`config.mk`:
```
export PLATFORM = sky130hd
export DESIGN_NAME = dual_issue_front
export DESIGN_NICKNAME = d
export VERILOG_FILES = /design/src/rtl/cpu_pkg.sv /design/src/rtl/issue_if.sv /design/src/rtl/dual_issue_front.sv /design/src/rtl/issue_pipe.sv /design/src/rtl/instr_issue.sv /design/src/rtl/instr_decode.sv /design/src/rtl/fetch_queue.sv
export VERILOG_INCLUDE_DIRS = /design/src /design/src/rtl
export SDC_FILE = /design/constraint.sdc
export NUM_CORES = 1
export LEC_CHECK = 0
export BUFFER_PORTS_ARGS = -buffer_cell sky130_fd_sc_hd__buf_2
export CORE_MARGIN = 4
export CORE_UTILIZATION = 30
export CTS_CLUSTER_SIZE = 14
export DETAILED_ROUTE_END_ITERATION = 7
export PLACE_DENSITY = 0.52
export SYNTH_ARGS = -nofsm -noshare
export SYNTH_HDL_FRONTEND = slang
export SYNTH_SLANG_ARGS = --single-unit
```
`constraint.sdc`:
```
create_clock -name clk -period 7.4 [get_ports clk]
set_input_delay 1.11 -clock clk [delete_from_list [all_inputs] [get_ports clk]]
set_output_delay 1.11 -clock clk [all_outputs]
set_load 0.03 [all_outputs]
```
`src/rtl/cpu_defs.svh`:
```
`ifndef CPU_DEFS_SVH
`define CPU_DEFS_SVH

// Instructions examined and issued per cycle.
// The pairing logic only handles two.
`define ISSUE_NUM 2

// Fetch queue entries.
// Must be a power of two and at least 4.
`define FQ_DEPTH 8

`endif
```
`src/rtl/cpu_pkg.sv`:
```
package cpu_pkg;

	// Instruction word.
	typedef logic [31:0] uint32_t;

	// Architectural register number. Zero means none.
	typedef logic [4:0] reg_addr_t;

	typedef struct packed {
		logic    valid;
		uint32_t instr;
	} fetch_entry_t;

	// All zero is a bubble.
	typedef struct packed {
		uint32_t   instr;
		reg_addr_t rs1;
		reg_addr_t rs2;
		reg_addr_t rd;
		logic      is_load;
		logic      is_store;
	} decoded_instr_t;

endpackage

```
`src/rtl/issue_if.sv`:
```
`timescale 1ns/100ps
`include "cpu_defs.svh"

interface issue_if;
	cpu_pkg::decoded_instr_t [`ISSUE_NUM-1:0] issue_instr;
	logic [1:0] issue_num;
	logic stall_req;
	cpu_pkg::decoded_instr_t [`ISSUE_NUM-1:0] ex_decoded; // Instructions now in EX.

	modport issue(output issue_instr, issue_num, stall_req, input ex_decoded);

	modport pipe(input issue_instr, issue_num, stall_req, output ex_decoded);
endinterface

```
`src/rtl/dual_issue_front.sv`:
```
`timescale 1ns/100ps
`include "cpu_defs.svh"

module dual_issue_front (
	input  logic clk,
	input  logic rst_n,
	input  logic in_valid,
	input  cpu_pkg::uint32_t in_instr0,
	input  cpu_pkg::uint32_t in_instr1,
	output logic in_ready,
	output logic out_valid0,
	output logic out_valid1,
	output cpu_pkg::uint32_t out_instr0,
	output cpu_pkg::uint32_t out_instr1
);

	cpu_pkg::fetch_entry_t   [`ISSUE_NUM-1:0] fetch_entry;
	cpu_pkg::decoded_instr_t [`ISSUE_NUM-1:0] id_decoded;
	logic [1:0] pop_num;

	issue_if issue_bus ();

	// Nothing leaves the queue on a stall.
	assign pop_num = issue_bus.stall_req ? 2'd0 : issue_bus.issue_num;

	fetch_queue i_fetch_queue (
		.clk         (clk),
		.rst_n       (rst_n),
		.in_valid    (in_valid),
		.in_instr0   (in_instr0),
		.in_instr1   (in_instr1),
		.in_ready    (in_ready),
		.pop_num     (pop_num),
		.fetch_entry (fetch_entry)
	);

	for (genvar i = 0; i < `ISSUE_NUM; i++) begin : gen_decode
		instr_decode i_instr_decode (
			.entry   (fetch_entry[i]),
			.decoded (id_decoded[i])
		);
	end

	instr_issue i_instr_issue (
		.fetch_entry (fetch_entry),
		.id_decoded  (id_decoded),
		.iss         (issue_bus.issue)
	);

	issue_pipe i_issue_pipe (
		.clk        (clk),
		.rst_n      (rst_n),
		.iss        (issue_bus.pipe),
		.out_valid0 (out_valid0),
		.out_valid1 (out_valid1),
		.out_instr0 (out_instr0),
		.out_instr1 (out_instr1)
	);

endmodule

```
`src/rtl/issue_pipe.sv`:
```
`timescale 1ns/100ps
`include "cpu_defs.svh"

module issue_pipe (
	input  logic clk,
	input  logic rst_n,
	issue_if.pipe iss,
	output logic out_valid0,
	output logic out_valid1,
	output cpu_pkg::uint32_t out_instr0,
	output cpu_pkg::uint32_t out_instr1
);

	cpu_pkg::decoded_instr_t [`ISSUE_NUM-1:0] ex_q;
	logic [`ISSUE_NUM-1:0] ex_valid; // NOP words are legal, so valid is kept apart.

	always_ff @(posedge clk) begin
		if (!rst_n) begin
			ex_q     <= '0;
			ex_valid <= '0;
		end else if (iss.stall_req) begin
			ex_q     <= '0; // Bubble.
			ex_valid <= '0;
		end else begin
			ex_q        <= iss.issue_instr;
			ex_valid[0] <= (iss.issue_num >= 2'd1);
			ex_valid[1] <= (iss.issue_num >= 2'd2);
		end
	end

	assign iss.ex_decoded = ex_q;

	assign out_valid0 = ex_valid[0];
	assign out_valid1 = ex_valid[1];
	assign out_instr0 = ex_q[0].instr;
	assign out_instr1 = ex_q[1].instr;

endmodule

```
`src/rtl/instr_issue.sv`:
```
`timescale 1ns/100ps
`include "cpu_defs.svh"

module instr_issue (
	input  cpu_pkg::fetch_entry_t   [`ISSUE_NUM-1:0] fetch_entry,
	input  cpu_pkg::decoded_instr_t [`ISSUE_NUM-1:0] id_decoded,
	issue_if.issue iss
);

	logic second_dropped;
	logic [`ISSUE_NUM-1:0] instr_valid;
	logic [`ISSUE_NUM-1:0] load_related;
	logic [`ISSUE_NUM-1:0] mem_access;
	logic [`ISSUE_NUM-1:0] hilo_access;

	function automatic logic is_hilo(input cpu_pkg::uint32_t instr);
		logic special_hilo;
		logic special2_hilo;
		// MFHI, MTHI, MFLO, MTLO, MULT, MULTU, DIV, DIVU.
		special_hilo = instr[31:26] == 6'b000000 && instr[5:4] == 2'b01 && instr[2] == 1'b0;
		// MADD, MADDU, MSUB, MSUBU.
		special2_hilo = instr[31:26] == 6'b011100 && instr[5:3] == 3'b000 && instr[1] == 1'b0;
		return special_hilo | special2_hilo;
	endfunction

	function automatic logic reads_load(
		input cpu_pkg::decoded_instr_t id,
		input cpu_pkg::decoded_instr_t ex
	);
		return ex.is_load && ex.rd != '0 && (id.rs1 == ex.rd || id.rs2 == ex.rd);
	endfunction

	function automatic logic reads_rd(
		input cpu_pkg::decoded_instr_t older,
		input cpu_pkg::decoded_instr_t younger
	);
		return older.rd != '0 && (younger.rs1 == older.rd || younger.rs2 == older.rd);
	endfunction

	for (genvar i = 0; i < `ISSUE_NUM; i++) begin : gen_class
		assign instr_valid[i] = fetch_entry[i].valid;
		assign mem_access[i]  = id_decoded[i].is_load | id_decoded[i].is_store;
		assign hilo_access[i] = is_hilo(fetch_entry[i].instr);
	end

	always_comb begin
		load_related = '0;
		for (int i = 0; i < `ISSUE_NUM; i++) begin
			for (int j = 0; j < `ISSUE_NUM; j++)
				load_related[i] |= reads_load(id_decoded[i], iss.ex_decoded[j]);
		end
		load_related &= instr_valid; // Empty slots never stall.
	end

	assign second_dropped = ~instr_valid[1]
		| reads_rd(id_decoded[0], id_decoded[1])
		| (mem_access[0] & mem_access[1])
		| (hilo_access[0] & hilo_access[1]);

	assign iss.stall_req = (|load_related) | (instr_valid == '0);

	always_comb begin
		iss.issue_instr = id_decoded;
		iss.issue_num   = 2'd2;
		if (second_dropped) begin
			iss.issue_instr[1] = '0;
			iss.issue_num      = 2'd1;
		end
	end

endmodule

```
`src/rtl/instr_decode.sv`:
```
`timescale 1ns/100ps

module instr_decode (
	input  cpu_pkg::fetch_entry_t entry,
	output cpu_pkg::decoded_instr_t decoded
);

	logic [5:0] opcode;
	cpu_pkg::reg_addr_t rs_f;
	cpu_pkg::reg_addr_t rt_f;
	cpu_pkg::reg_addr_t rd_f;

	assign opcode = entry.instr[31:26];
	assign rs_f   = entry.instr[25:21];
	assign rt_f   = entry.instr[20:16];
	assign rd_f   = entry.instr[15:11];

	always_comb begin
		decoded = '0;
		if (entry.valid) begin
			// Word passes through for HI/LO checks.
			decoded.instr = entry.instr;
			decoded.rs1   = rs_f;
			decoded.rs2   = rt_f;
			decoded.rd    = '0;
			casez (opcode)
				6'b000000,
				6'b011100: begin // R-type and SPECIAL2.
					decoded.rd = rd_f;
				end
				6'b001???: begin // Immediate ALU ops.
					decoded.rs2 = '0;
					decoded.rd  = rt_f;
				end
				6'b100???: begin
					decoded.rs2     = '0;
					decoded.rd      = rt_f;
					decoded.is_load = 1'b1;
				end
				6'b101???: begin
					decoded.is_store = 1'b1;
				end
				default: begin
					// Branches and others write nothing.
					decoded.rd = '0;
				end
			endcase
		end
	end

endmodule

```
`src/rtl/fetch_queue.sv`:
```
`timescale 1ns/100ps
`include "cpu_defs.svh"

module fetch_queue (
	input  logic clk,
	input  logic rst_n,
	input  logic in_valid,
	input  cpu_pkg::uint32_t in_instr0,
	input  cpu_pkg::uint32_t in_instr1,
	output logic in_ready,
	input  logic [1:0] pop_num,
	output cpu_pkg::fetch_entry_t [`ISSUE_NUM-1:0] fetch_entry
);

	localparam int PTR_W = $clog2(`FQ_DEPTH);
	localparam int CNT_W = PTR_W + 1;

	cpu_pkg::uint32_t mem [`FQ_DEPTH];

	logic [PTR_W-1:0] rd_ptr, rd_ptr1;
	logic [PTR_W-1:0] wr_ptr, wr_ptr1;
	logic [CNT_W-1:0] count, count_next;
	logic [CNT_W-1:0] pop_cnt;
	logic push;

	assign push    = in_valid & in_ready;
	assign rd_ptr1 = rd_ptr + 1'b1;
	assign wr_ptr1 = wr_ptr + 1'b1;

	// Never pop more than is held.
	assign pop_cnt = (CNT_W'(pop_num) > count) ? count : CNT_W'(pop_num);

	assign count_next = count + (push ? CNT_W'(`ISSUE_NUM) : '0) - pop_cnt;

	always_ff @(posedge clk) begin
		if (!rst_n) begin
			rd_ptr   <= '0;
			wr_ptr   <= '0;
			count    <= '0;
			in_ready <= 1'b1;
		end else begin
			rd_ptr <= rd_ptr + pop_cnt[PTR_W-1:0];
			if (push)
				wr_ptr <= wr_ptr + PTR_W'(`ISSUE_NUM);
			count <= count_next;
			// Room for a full pair next cycle.
			in_ready <= (count_next <= CNT_W'(`FQ_DEPTH - `ISSUE_NUM));
		end
	end

	always_ff @(posedge clk) begin
		if (push) begin
			mem[wr_ptr]  <= in_instr0; // Older word first.
			mem[wr_ptr1] <= in_instr1;
		end
	end

	always_comb begin
		fetch_entry[0].valid = (count >= CNT_W'(1));
		fetch_entry[0].instr = mem[rd_ptr];
		fetch_entry[1].valid = (count >= CNT_W'(2));
		fetch_entry[1].instr = mem[rd_ptr1];
	end

endmodule

```
==> results.md, run 1 <==
- The flow ran to the end, and the final reports show no timing, DRC or antenna violations.
- The die covers 0.0592 mm².
- The worst setup path is captured at a flip-flop.
- The most common library cell in the layout ignoring fill and taps is sky130_fd_sc_hd__edfxtp_1.
- After detailed routing, the number of vias per cell comes to 4.98.
- Entering global routing, the biggest net connects 65 pins.
- The total internal power is 4.84 mW.
- After synthesis, flip-flops and latches occupy 56.9% of the total area.
- The total chip power is 7.81 mW.
- The type of the tightest min-delay check is flip-flop to flip-flop.
- The via count of the first global-routing pass is 10100.
- The synthesized instance count is 1111.
- The mean routed wirelength per cell is 22.0 µm.
- After clock tree synthesis, the repair step resized 0 gates.
- Derived from the worst setup path, the maximum achievable clock frequency is 155 MHz.
- For the worst setup path, the data required time is 7840 ps.
- The first global-routing pass estimated 64800 µm of wire.
- Setup violations remaining at the end of the flow were counted as 0.
- The final wirelength is 43000 µm.
- At the worst endpoint, the arrival time is 6890 ps.
- Setup repair after global routing left no endpoint under its margin.
- The slowest stage of the critical path is the sky130_fd_sc_hd__dfxtp_4 cell.
- The count of hold-fix buffers inserted at cts is 0.
- The final antenna-violating net count is 0.
- The relative area change from synthesis to final layout is 13.4%.
- Clock skew on the completed layout was measured at 17.7 ps.
- The TritonCTS buffer count is 37.
- Summed over all nets, the half-perimeter wirelength after detailed placement is 30100 µm.
- The fraction of power spent switching nets is 38.0%.
- The busiest layer in global routing is met2.
- The worst pin sits at a relative slew slack of 24.0%.
- For this run, design rule violations remaining after detail routing come to 0.
- Summing all flip-flop and latch instances after layout gives 0.00946 mm².
- The count of buffers added by post-CTS timing repair for setup is 0.
- The slew at the pin closest to its max-slew limit is 1140 ps.
- The biggest cell delay along the critical path is 870 ps.
- The layout cell share with drive strength beyond 1 is 30.6%.
- The aggregate negative setup slack is 0 ps.
- The final-report max-slew violation count was 0.
- The worst hold path cell count is 2.
- Fill cells in the final layout number 5244.
- The number of input and output port buffers inserted is 133.
- The via count of the routed design is 9731.
- The first TritonRoute pass finished after 7 iterations.
- The signal on the critical path passes through mux4_2, mux2i_1, a21boi_1, mux2i_4, o32ai_1, nor2b_1, a21oi_1, o41ai_1, nand2b_1, nand3_1, ha_1, nand2_1, nand2_1, nor2_1, nand2_1, o31a_1, fa_1, ha_1, fa_1, xor2_1, nor2_1, a31oi_1.
- Once the floorplan was initialized, standard cells occupied 30.5% of the core.
- The met1 track utilization from global routing is 19.7%.
- Synthesis inferred 344 register bits.
- The final core utilization is 34.6%.
- For the finished layout, the period the worst path requires is 6450 ps.
- The number of flops mapped to enable cells by yosys is 256.
- The number of antenna violations at the first check in global routing is 8.
- During I/O placement, the number of pins put on the boundary was 134.
- The post-route clock period utilization is 87.2%.
- The longest clock path from root to sink contains 3 buffers.
- The total power density per cell area is 415 mW/mm².
- The region available for standard cell placement spans 0.0543 mm².
- TritonCTS built the clock tree.
- The violation count after the first detailed-route iteration is 916.
- The maximum vdd drop is 166 µV.
- The clock net in this run drives a total of 344 sinks.
- The row count is 85.
- After synthesis, the share of flip-flops with an asynchronous set or reset is 0%.
- For met3 alone, demand over resource in global routing was 3.97%.
- The number of violations of the max-capacitance limit is 0.
- The overall die height is 243 µm.
- The maximum fanout encountered on the critical timing path is 47.
- The standby leakage power is 6.40 nW.
- The maximum level of the CTS H-tree is 2.
- The clock reaches the later pin of the worst-skew pair after 550 ps.
- The tree is rooted in a sky130_fd_sc_hd__clkbuf_16.
- The area occupied by multi-input gates is 0.00627 mm².
- The warning count from the yosys run is 0.
- The number of endpoints with negative hold slack in the final report is 0.
- For the worst flop-to-flop path, the logic depth is 22.
- The combinational share of power is 42.7%.
- The worst slack on hold paths is 517 ps.
- The switching power of the nets is 2.97 mW.
- The most numerous cell on the critical path is sky130_fd_sc_hd__nand2_1.
- At the end of routability-driven placement, the weighted congestion stood at 0.812.
- Synthesis produced a netlist with a net count of 1193.
- The clock slew seen by the registers of the worst setup and hold paths is 60 ps.
- The top cell types in the final layout, fill and taps aside, are 256 x sky130_fd_sc_hd__edfxtp_1, 133 x sky130_fd_sc_hd__buf_2, 110 x sky130_fd_sc_hd__mux4_2.
- STA classifies the critical path startpoint as a flip-flop.
- The critical path class is flip-flop to flip-flop.
- A synthesized cell averages 14.9 µm².
- Summing every instance area after synthesis gives 0.0166 mm².
- The total track usage is 14.4%.
- The power share of the sequential group is 33.6%.
- In this run the horizontal extent of the chip is 243 µm.
- Among all flip-flop cells after synthesis, the most frequent one is sky130_fd_sc_hd__edfxtp_1.
- The final layout contains 1266 nets.
- The global route total overflow is 0.
- Synthesis instantiated 83 different standard cells from the library.
- The routing usage on met2 is 22.7%.
- The clock network accounts for 23.7% of the total power.
[area by class of cell]
cell class	count	share of cell area (%)
Antenna cell	1	0.0133
Multi-Input combinational cell	621	33.3
Timing Repair Buffer	160	4.61
Sequential cell	344	50.2
Clock inverter	16	0.950
Clock buffer	52	5.55
Inverter	20	0.399
Tap cell	739	4.91
[worst paths after layout]
check                                from                       to  slack (ps)
hold reg to reg   i_fetch_queue.wr_ptr[2]  i_fetch_queue.wr_ptr[2]         520
setup / recovery  i_fetch_queue.rd_ptr[2]   i_fetch_queue.in_ready         950
hold / removal    i_fetch_queue.wr_ptr[2]  i_fetch_queue.wr_ptr[2]         520
setup reg to reg  i_fetch_queue.rd_ptr[2]   i_fetch_queue.in_ready         950
[critical path: cells and delay by family (launching register included)]
kind / cells / cell delay [ps]
adder cells (fa/ha/maj): 4 / 1410
AND/OR/NAND/NOR: 8 / 1270
flip-flops: 1 / 870
AO/OA/AOI/OAI: 6 / 1560
multiplexers: 3 / 940
XOR/XNOR: 1 / 170
[registers in the layout, indices dropped and copies added, names as in the netlist]
signal,count
i_fetch_queue.rd_ptr,3
i_issue_pipe.out_instr1,32
i_issue_pipe.ex_valid,2
i_issue_pipe.out_instr0,32
i_fetch_queue.mem,256
i_fetch_queue.wr_ptr,2
i_fetch_queue.count,4
i_fetch_queue.in_ready,1
i_issue_pipe.iss.ex_decoded,12
[Yosys cell counts (9+ instances only)]
cell type	n	area share, %
sky130_fd_sc_hd__clkbuf_1	15	0.34
sky130_fd_sc_hd__inv_1	19	0.43
sky130_fd_sc_hd__nor2_1	77	1.7
sky130_fd_sc_hd__a22oi_1	13	0.59
sky130_fd_sc_hd__nor2b_1	18	0.68
sky130_fd_sc_hd__mux2i_1	73	4.4
sky130_fd_sc_hd__nor3b_1	9	0.41
sky130_fd_sc_hd__xor2_1	16	0.84
sky130_fd_sc_hd__nand2_1	45	1.0
sky130_fd_sc_hd__nand2b_1	11	0.41
sky130_fd_sc_hd__xnor2_1	27	1.4
sky130_fd_sc_hd__mux4_2	110	15
sky130_fd_sc_hd__dfxtp_1	88	11
sky130_fd_sc_hd__nor3_1	13	0.39
sky130_fd_sc_hd__a21oi_1	27	0.81
sky130_fd_sc_hd__buf_2	25	0.75
sky130_fd_sc_hd__a22o_1	9	0.47
sky130_fd_sc_hd__a31oi_1	9	0.34
sky130_fd_sc_hd__nor2_4	9	0.61
sky130_fd_sc_hd__and3_1	9	0.34
sky130_fd_sc_hd__nand3_1	17	0.51
sky130_fd_sc_hd__buf_4	74	3.3
sky130_fd_sc_hd__ha_1	12	0.90
sky130_fd_sc_hd__edfxtp_1	256	46
[power by group through the flow]
stage	combinational, mW	sequential, mW	clock (mW)
floorplan	2.70	2.53	0
global placement	3.33	2.67	0
detailed placement	3.33	2.67	0
CTS	3.35	2.63	1.91
global route	3.62	2.67	1.99
finish	3.34	2.62	1.86
[kinds of logic (layout without fill, tap and decap cells)]
logic type      after synthesis  count (layout)  synth area share (%)
flops                       344             344                  56.9
simple gates                246             246                  7.91
mux                         194             194                  20.4
buf+inv                     146             248                  5.57
compound gates              122             122                  5.53
xor+xnor                     44              44                  2.37
fa+ha+maj                    15              15                  1.27
other cells                   0               1                     0
[per-stage QoR]
step	worst slack, ps	area [µm²]	instances
global route	428	18800	1952
global placement	1230	17600	1884
detailed placement	1060	17600	1884
CTS	1000	18800	1952
finish	949	18800	1953
floorplan	1850	16600	1111
[routing by layer]
metal | part of all wire [%] | up-vias
met5 | 0.095 | -
met4 | 2.1 | 8
met3 | 7.6 | 68
met2 | 46 | 329
met1 | 45 | 4929
li1 | - | 4397
No activity file was read; power rests on OpenSTA's default activity.
==> run 2: changes to the inputs <==
--- a/config.mk
+++ b/config.mk
@@ -6,6 +6,7 @@
 export SDC_FILE = /design/constraint.sdc
 export NUM_CORES = 1
 export LEC_CHECK = 0
+export ABC_AREA = 1
 export BUFFER_PORTS_ARGS = -buffer_cell sky130_fd_sc_hd__buf_2
 export CORE_MARGIN = 4
 export CORE_UTILIZATION = 30
==> constraint.sdc (replaced) <==
create_clock -name clk -period 7.6 [get_ports clk]
set_input_delay 1.14 -clock clk [delete_from_list [all_inputs] [get_ports clk]]
set_output_delay 1.14 -clock clk [all_outputs]
set_load 0.03 [all_outputs]
==> run 2 against run 1 <==
Net effect:
- synthesized area up 4.4%
- total power up 10%
- register-to-register slack better by 110 ps
- sequential power down 6%
- final cell count up 38%
- synthesized cell count up 69%
- via count up 37%
==> results.md, run 2 <==
- The wire length of the first global-routing pass is 77800 µm.
- TritonCTS built the clock tree.
- The capturing element type of the critical path is a flip-flop.
- For this block, the initial DRC count from the detailed router was 1209.
- The register with the most flip-flops in the layout has 256 of them.
- The count of buffers added on input and output ports is 133.
- Wire segments on met2 add up to 24500 µm in the final route.
- The startpoint kind of the worst setup timing path is a flip-flop.
- Buffers inserted during clock tree synthesis total 40.
- The aggregate negative setup slack is 0 ps.
- The final number of setup-violating endpoints is 0.
- In this run the remaining antenna-violating nets after routing total 0.
- The layout cell share with drive strength beyond 1 is 16.4%.
- The number of placed I/O pins is 134.
- The clock period minus worst slack is 6540 ps.
- The detailed route wirelength on metal3 is 3490 µm.
- The standby leakage power is 7.64 nW.
- The critical path in this run is classified as flip-flop to flip-flop.
- The global route total overflow is 0.
- The met1 layer wirelength in the final routing is 22000 µm.
- In this run the mean area of a mapped cell was 9.22 µm².
- Relative to the synthesized area, the layout overhead comes to 11.7%.
- The wire-length estimate of the detail-placed layout is 34200 µm.
- The count of unresolved DRC violations after routing is 0.
- At the end of routability-driven placement, the weighted congestion stood at 0.988.
- Dividing total power by cell area gives a power density of 446 mW/mm².
- At the pin with the least slew margin, the transition time is 1300 ps.
- The top cell types in the final layout, fill and taps aside, are 367 x sky130_fd_sc_hd__nand2_1, 256 x sky130_fd_sc_hd__edfxtp_1, 228 x sky130_fd_sc_hd__o21ai_0.
- The highest metal layer used by the detailed router is met5.
- The final net count is 1980.
- Setup repair after global routing left no endpoint under its margin.
- The synthesized cell area is 0.0173 mm².
- By count the netlist is led by 367 x sky130_fd_sc_hd__nand2_1, 256 x sky130_fd_sc_hd__edfxtp_1, 228 x sky130_fd_sc_hd__o21ai_0.
- The clock sink count is 344.
- The type of the tightest min-delay check is flip-flop to flip-flop.
- The critical path's top delay family is simple AND/OR/NAND/NOR gates.
- Buffers inserted to repair hold after CTS numbered 0.
- Of all flip-flops after synthesis, the portion carrying an async set or reset was 0%.
- The maximum count of clock buffers along a single path is 3.
- For this block, the via count after detailed routing is 13300.
- The run finished with clean final reports.
- Counting flops with a built-in enable in the synthesized netlist gives 256.
- IR analysis of the VDD net gives a maximum drop of 406 µV.
- The most common library cell in the layout ignoring fill and taps is sky130_fd_sc_hd__nand2_1.
- Together, buffers and inverters on the worst path number 7.
- In this run, post-CTS repair resized a total of 0 instances.
- The worst setup skew after layout is 20.9 ps.
- Max-cap violations in this run came to 0.
- When the netlist entered floorplanning its net count stood at 1962.
- The number of endpoints with negative hold slack in the final report is 0.
- CTS built an H-tree with a depth of 2.
- By area the synthesized netlist is led by sky130_fd_sc_hd__edfxtp_1 44%, sky130_fd_sc_hd__dfxtp_1 10%, sky130_fd_sc_hd__nand2_1 7.9%.
- The warning count from the yosys run is 0.
- The clock latency on the worst-skew pair is 570 ps.
- Global routing consumed, over all layers together, 16.5% of the routing resources.
- Among all cell types in the netlist, the one instantiated most often is sky130_fd_sc_hd__nand2_1.
- At the worst endpoint, the arrival time is 6980 ps.
- The post-synthesis register bit count is 344.
- The count of buffers added by post-CTS timing repair for setup is 0.
- The largest total area in the synthesized netlist belongs to sky130_fd_sc_hd__edfxtp_1.
- The via count of the first global-routing pass came to 13200.
- The slowest stage of the critical path belongs to the cell sky130_fd_sc_hd__buf_12.
- In this run the horizontal extent of the chip is 248 µm.
- The number of antenna violations at the first check in global routing is 5.
- The final wirelength is 51800 µm.
- The initialized floorplan defines 87 standard-cell rows.
- Once the floorplan was initialized, standard cells occupied 30.5% of the core.
- The mean routed wirelength per cell is 19.3 µm.
- The completed layout was analyzed and its total power is 8.63 mW.
- The biggest cell delay along the critical path is 570 ps.
- The most numerous cell on the critical path is sky130_fd_sc_hd__nand2_1.
- Data on the critical path is required at its endpoint by 8040 ps.
- Counting the fill cells in the layout gives 5838.
- The maximum fanout encountered on the critical timing path is 278.
- The worst-case headroom to the max-slew limit is 13.5%.
- The die covers 0.0617 mm².
- Clock tree synthesis selected as its root buffer the cell sky130_fd_sc_hd__clkbuf_16.
- After synthesis, the netlist uses 41 different library cells.
- The post-route clock period utilization is 86.0%.
- The register with the most flip-flops in the final layout is i_fetch_queue.mem.
- The clock slew seen by the registers of the worst setup and hold paths is 60 ps.
- The synthesized instance count is 1880.
- The most used flip-flop cell after synthesis is sky130_fd_sc_hd__edfxtp_1.
- The overall die height is 248 µm.
- The routed via count divided by cell count is 4.97.
- The area share of the largest cell type after synthesis is 44.4%.
- The number of detailed-routing iterations run before antenna repair is 8.
- The area of the placeable core is 0.0568 mm².
- Derived from the worst setup path, the maximum achievable clock frequency is 153 MHz.
- The final-report max-slew violation count came to 0.
- The share of the yosys chip area belonging to registers is 54.5%.
- The largest net degree at the start of global routing is 279.
## run 2: cell count changes after synthesis, moves of 71 or more
cell	delta
sky130_fd_sc_hd__o21ai_0	+221
sky130_fd_sc_hd__nand3_1	+104
sky130_fd_sc_hd__nand2_1	+322
sky130_fd_sc_hd__mux4_2	-110
sky130_fd_sc_hd__inv_1	+124
sky130_fd_sc_hd__nor2_1	+82
sky130_fd_sc_hd__a21oi_1	+71
## run 2: cell families after synthesis
| logic type | count (synthesis) | share of synthesized area, % |
|---|---|---|
| AOI/OAI and AO/OA | 407 | 12.6 |
| xor gates and xnor gates | 23 | 1.25 |
| adders and majority gates | 15 | 1.21 |
| buffers and inverters | 327 | 10.0 |
| DFF | 344 | 54.5 |
| muxes | 6 | 0.347 |
| and+or+nand+nor | 758 | 20.1 |
## run 2: worst register-to-register path, delay by kind of cell (launching register included)
family                     cells  cell delay (ps)
AOI/OAI and AO/OA              3              360
and+or+nand+nor               21             2550
buffers and inverters          7             1690
DFF                            1              360
adders and majority gates      4             1470
## run 2: cell type report
class | instances | area [µm²] | share of cell area (%)
clock buffer | 58 | 1160 | 6.00
inverter | 149 | 564 | 2.91
antenna | 1 | 2.50 | 0.0129
clock inverter | 16 | 204 | 1.05
sequential | 344 | 9460 | 48.8
timing repair buffer | 154 | 836 | 4.32
tap | 756 | 946 | 4.88
multi-input combinational | 1209 | 6200 | 32.0
## run 2: metrics by stage
| step | worst slack (ps) | cells | cell area [µm²] | util [%] | hold WS, ps |
|---|---|---|---|---|---|
| floorplan | 2640 | 1880 | 17300 | - | 491 |
| global placement | 1170 | 2612 | 18000 | 31.7 | 503 |
| detailed placement | 1250 | 2612 | 18000 | 31.7 | 532 |
| CTS | 1220 | 2686 | 19400 | 34.1 | 541 |
| global route | 608 | 2687 | 19400 | 34.1 | 573 |
| finish | 1060 | 2687 | 19400 | 34.1 | 537 |
## run 2: metal layers
layer  up-vias  global-route usage (%)
met1      6300                    21.1
met2       548                    27.7
met3       117                    2.83
met5         -                       0
met4         6                    7.13
li1       6372                       -
## run 2: path summary, 6_finish.rpt
path	startpoint	end	slack, ps	depth (start not counted)
max	i_fetch_queue.rd_ptr[0]	i_fetch_queue.in_ready	1060	35
min	i_fetch_queue.wr_ptr[2]	i_fetch_queue.wr_ptr[2]	540	2
max reg2reg	i_fetch_queue.rd_ptr[0]	i_fetch_queue.in_ready	1060	35
min reg2reg	i_fetch_queue.wr_ptr[2]	i_fetch_queue.wr_ptr[2]	540	2
## run 2: power by group
part	internal [mW]	switching, mW	leakage, nW
clock	1.21	0.789	0.665
sequential	2.35	0.125	3.06
combinational	1.15	3.01	3.92
total	4.70	3.93	7.64
==> run 3: changes to the inputs <==
--- a/config.mk
+++ b/config.mk
@@ -6,7 +6,6 @@
 export SDC_FILE = /design/constraint.sdc
 export NUM_CORES = 1
 export LEC_CHECK = 0
-export ABC_AREA = 1
 export BUFFER_PORTS_ARGS = -buffer_cell sky130_fd_sc_hd__buf_2
 export CORE_MARGIN = 4
 export CORE_UTILIZATION = 30
==> run 3 against run 2 <==
Net effect:
- worst setup slack worse by 13 ps
- fmax is 0.20% lower
- count of clock-buffer cells in the layout is 10 lower
- critical path type unchanged
- largest cell class unchanged
==> results.md, run 3 (synthesis gave the netlist of run 1 again) <==
- Clock latency on the worst-skew pair, taken at its later pin, is 560 ps.
- The TritonCTS buffer count is 38.
- In this run the core area contains 85 standard-cell rows.
- The number of endpoints with negative hold slack in the final report is 0.
- The mean routed wirelength per cell is 22.0 µm.
- For this design, the CTS-stage hold fixing added 0 buffers.
- The routed layout has 9762 vias.
- The area growth from synthesis to layout is 13.9%.
- The register area is 0.00946 mm².
- The die width is 243 µm.
- The tree is rooted in a sky130_fd_sc_hd__clkbuf_16.
- The wire length of the first global-routing pass is 64900 µm.
- The clock tree from TritonCTS is built.
- The setup slack on the worst flop-to-flop path is 1050 ps.
- The post-route clock period utilization is 86.2%.
- The final wirelength is 43000 µm.
- The final-report max-slew violation count is 0.
- Setup violations remaining at the end of the flow were counted as 0.
- Across the run, the number of max-cap violations was 0.
- The finished layout holds 1952 standard cells, fillers aside.
- The number of input and output port buffers inserted is 133.
- The depth of the most critical reg-to-reg path is 22.
- The cell that appears most often on the critical path is sky130_fd_sc_hd__nand2_1.
- The total power density per cell area is 406 mW/mm².
- Setup repair after global routing left no endpoint under its margin.
- Post-CTS timing repair inserted 0 buffers for setup.
- In this run the worst hold path is classified as flip-flop to flip-flop.
- The top cell types in the final layout, fill and taps aside, are 256 x sky130_fd_sc_hd__edfxtp_1, 133 x sky130_fd_sc_hd__buf_2, 110 x sky130_fd_sc_hd__mux4_2.
- Summed over all nets, the half-perimeter wirelength after detailed placement is 29900 µm.
- The aggregate negative setup slack is 0 ps.
- The flow ran to the end, and the final reports show no timing, DRC or antenna violations.
- The number of antenna violations at the first check in global routing is 11.
- The maximum level of the CTS H-tree is 2.
- In the routed design, unresolved DRC markers number 0.
- The violation count after the first detailed-route iteration is 750.
- The via count of the first global-routing pass is 10200.
- Counting I/O delays and the setup requirement, the final critical path takes 6550 ps.
- The detailed route wirelength on metal3 is 3100 µm.
- The worst-case headroom to the max-slew limit is 25.3%.
- In this run the worst setup path terminates at i_fetch_queue.in_ready.
- After filler insertion, the fill cell instance count of the layout stands at 5179.
- Together, buffers and inverters on the worst path number 1.
- The maximum count of clock buffers along a single path is 3.
- The critical register-to-register path endpoint is i_fetch_queue.in_ready.
- The overall die height is 243 µm.
- The met1 layer wirelength in the final routing is 18600 µm.
- The number of instances resized during post-cts repair is 0.
- The detailed-routed wire length on met2 is 20500 µm.
- STA classifies the critical path startpoint as a flip-flop.
- The register with the most flip-flops in the final layout is i_fetch_queue.mem.
- For this configuration, the core starts out at a cell density of 30.5%.
- Counting tap cells, the placed design contains a total of 1879 instances.
- The register with the most flip-flops in the layout has 256 of them.
- The largest net degree at the start of global routing is 65.
- The arrival time reported for the critical path endpoint is 6990 ps.
- The slowest cell on the critical path is sky130_fd_sc_hd__ha_4.
- The area occupied by multi-input gates is 0.00627 mm².
- The critical path's top delay family is adder cells.
- The biggest cell delay along the critical path is 760 ps.
- STA puts the critical path data required time at 8040 ps.
- For this design, the sink count on the clock tree is 344.
- The floorplan die area is 0.0592 mm².
- The area of the placeable core is 0.0543 mm².
- Along the worst path, the maximum fanout reaches 46.
- Once detail routing completed, the nets flagged for antenna violations numbered 0.
- The final net count is 1262.
- The standby leakage power is 6.45 nW.
- Between clock sinks in the finished design, the worst skew comes to 27.4 ps.
- The slew at the pin closest to its max-slew limit is 1120 ps.
- STA classifies the critical path endpoint as a flip-flop.
- Walking the worst path, the cells encountered are ha_4, buf_4, mux4_2, mux2i_1, nand3_1, a211oi_1, a221oi_1, o41ai_1, nand2b_1, nand3_1, ha_1, nand2_1, nand2_1, nor2_1, nand2_1, o31a_1, fa_1, ha_1, fa_1, xor2_1, nor2_1, a31oi_1.
- In the final layout, the share of cells above drive strength 1 is 31.1%.
- The worst-case IR drop observed on VDD is 152 µV.
- The library cell used most frequently in the layout, excluding fill and tap cells, is sky130_fd_sc_hd__edfxtp_1.
- After detailed routing, the number of vias per cell comes to 5.00.
- The critical path class is flip-flop to flip-flop.
- The number of placed I/O pins is 134.
- After global routing the overflow that remains totals 0.
- The total track usage is 14.4%.
- The highest clock rate is 153 MHz.
- The most critical setup path has its startpoint at i_fetch_queue.rd_ptr[1].
- At the end of routability-driven placement, the weighted congestion stood at 0.857.
- The detailed router used layers up to and including met5.
- The startpoint identified for the worst register-to-register timing path is i_fetch_queue.rd_ptr[1].
- The pre-antenna-repair detailed-routing pass consisted of 5 iterations.
- The clock slew seen by the registers of the worst setup and hold paths is 60 ps.
- Counting buffers and inverters, the worst setup path is 22 cells deep.
run 3: cell count changes in the layout (fill, tap and decap cells not counted), moves of 17 or more:
cell / delta
sky130_fd_sc_hd__inv_1: -123
sky130_fd_sc_hd__o21ai_0: -221
sky130_fd_sc_hd__nor2b_1: +18
sky130_fd_sc_hd__nor3_2: -37
sky130_fd_sc_hd__mux4_2: +110
sky130_fd_sc_hd__mux2i_1: +67
sky130_fd_sc_hd__nor2_2: -19
sky130_fd_sc_hd__xnor2_1: +24
sky130_fd_sc_hd__o21ai_1: -28
sky130_fd_sc_hd__nand2_1: -322
sky130_fd_sc_hd__nor2_1: -78
sky130_fd_sc_hd__nand4_1: -17
sky130_fd_sc_hd__a21oi_1: -71
sky130_fd_sc_hd__nand3_1: -105
run 3: layer usage:
layer / vias up / GRT usage, %
met5: - / 0
met4: 14 / 3.45
met3: 68 / 4.25
met2: 303 / 23.7
met1: 4995 / 18.8
li1: 4382 / -
run 3: cell type report:
| type | instances | area share, % |
|---|---|---|
| tap | 739 | 4.89 |
| sequential | 344 | 50.0 |
| antenna | 4 | 0.0529 |
| multi-input combinational | 621 | 33.2 |
| timing repair buffer | 155 | 4.39 |
| inverter | 20 | 0.397 |
| clock inverter | 21 | 1.20 |
| clock buffer | 48 | 5.84 |
run 3: report_power, final:
group,switching [mW],leakage (nW),internal (mW)
Sequential,0.214,3.06,2.34
Clock,0.750,0.659,1.17
Combinational,1.92,2.73,1.28
run 3: worst register-to-register path: cells and delay by family (launching register included):
kind,cells,cell delay (ps)
DFF,1,720
buffers and inverters,1,500
xor gates and xnor gates,1,170
and+or+nand+nor,8,1220
AOI/OAI and AO/OA,5,790
muxes,2,850
adders and majority gates,5,2190
run 3: worst min path at each step:
stage                                 start                 endpoint  slack [ps]  depth (start not counted)
floorplan           i_fetch_queue.wr_ptr[2]  i_fetch_queue.wr_ptr[2]         470                          2
global placement    i_fetch_queue.wr_ptr[2]  i_fetch_queue.wr_ptr[2]         490                          2
detailed placement  i_fetch_queue.wr_ptr[2]  i_fetch_queue.wr_ptr[2]         510                          2
CTS                 i_fetch_queue.wr_ptr[2]  i_fetch_queue.wr_ptr[2]         520                          2
global route        i_fetch_queue.wr_ptr[2]  i_fetch_queue.wr_ptr[2]         550                          2
finish              i_fetch_queue.wr_ptr[2]  i_fetch_queue.wr_ptr[2]         520                          2
run 3: stage by stage:
step / hold slack, ps / power [mW] / util, % / cell area [µm²] / setup WS, ps
floorplan: 469 / 5.09 / - / 16600 / 2050
global placement: 494 / 5.81 / 32.3 / 17600 / 1140
detailed placement: 512 / 5.82 / 32.3 / 17600 / 966
CTS: 522 / 7.77 / 34.8 / 18900 / 970
global route: 555 / 8.13 / 34.8 / 18900 / 564
finish: 521 / 7.68 / 34.8 / 18900 / 1050
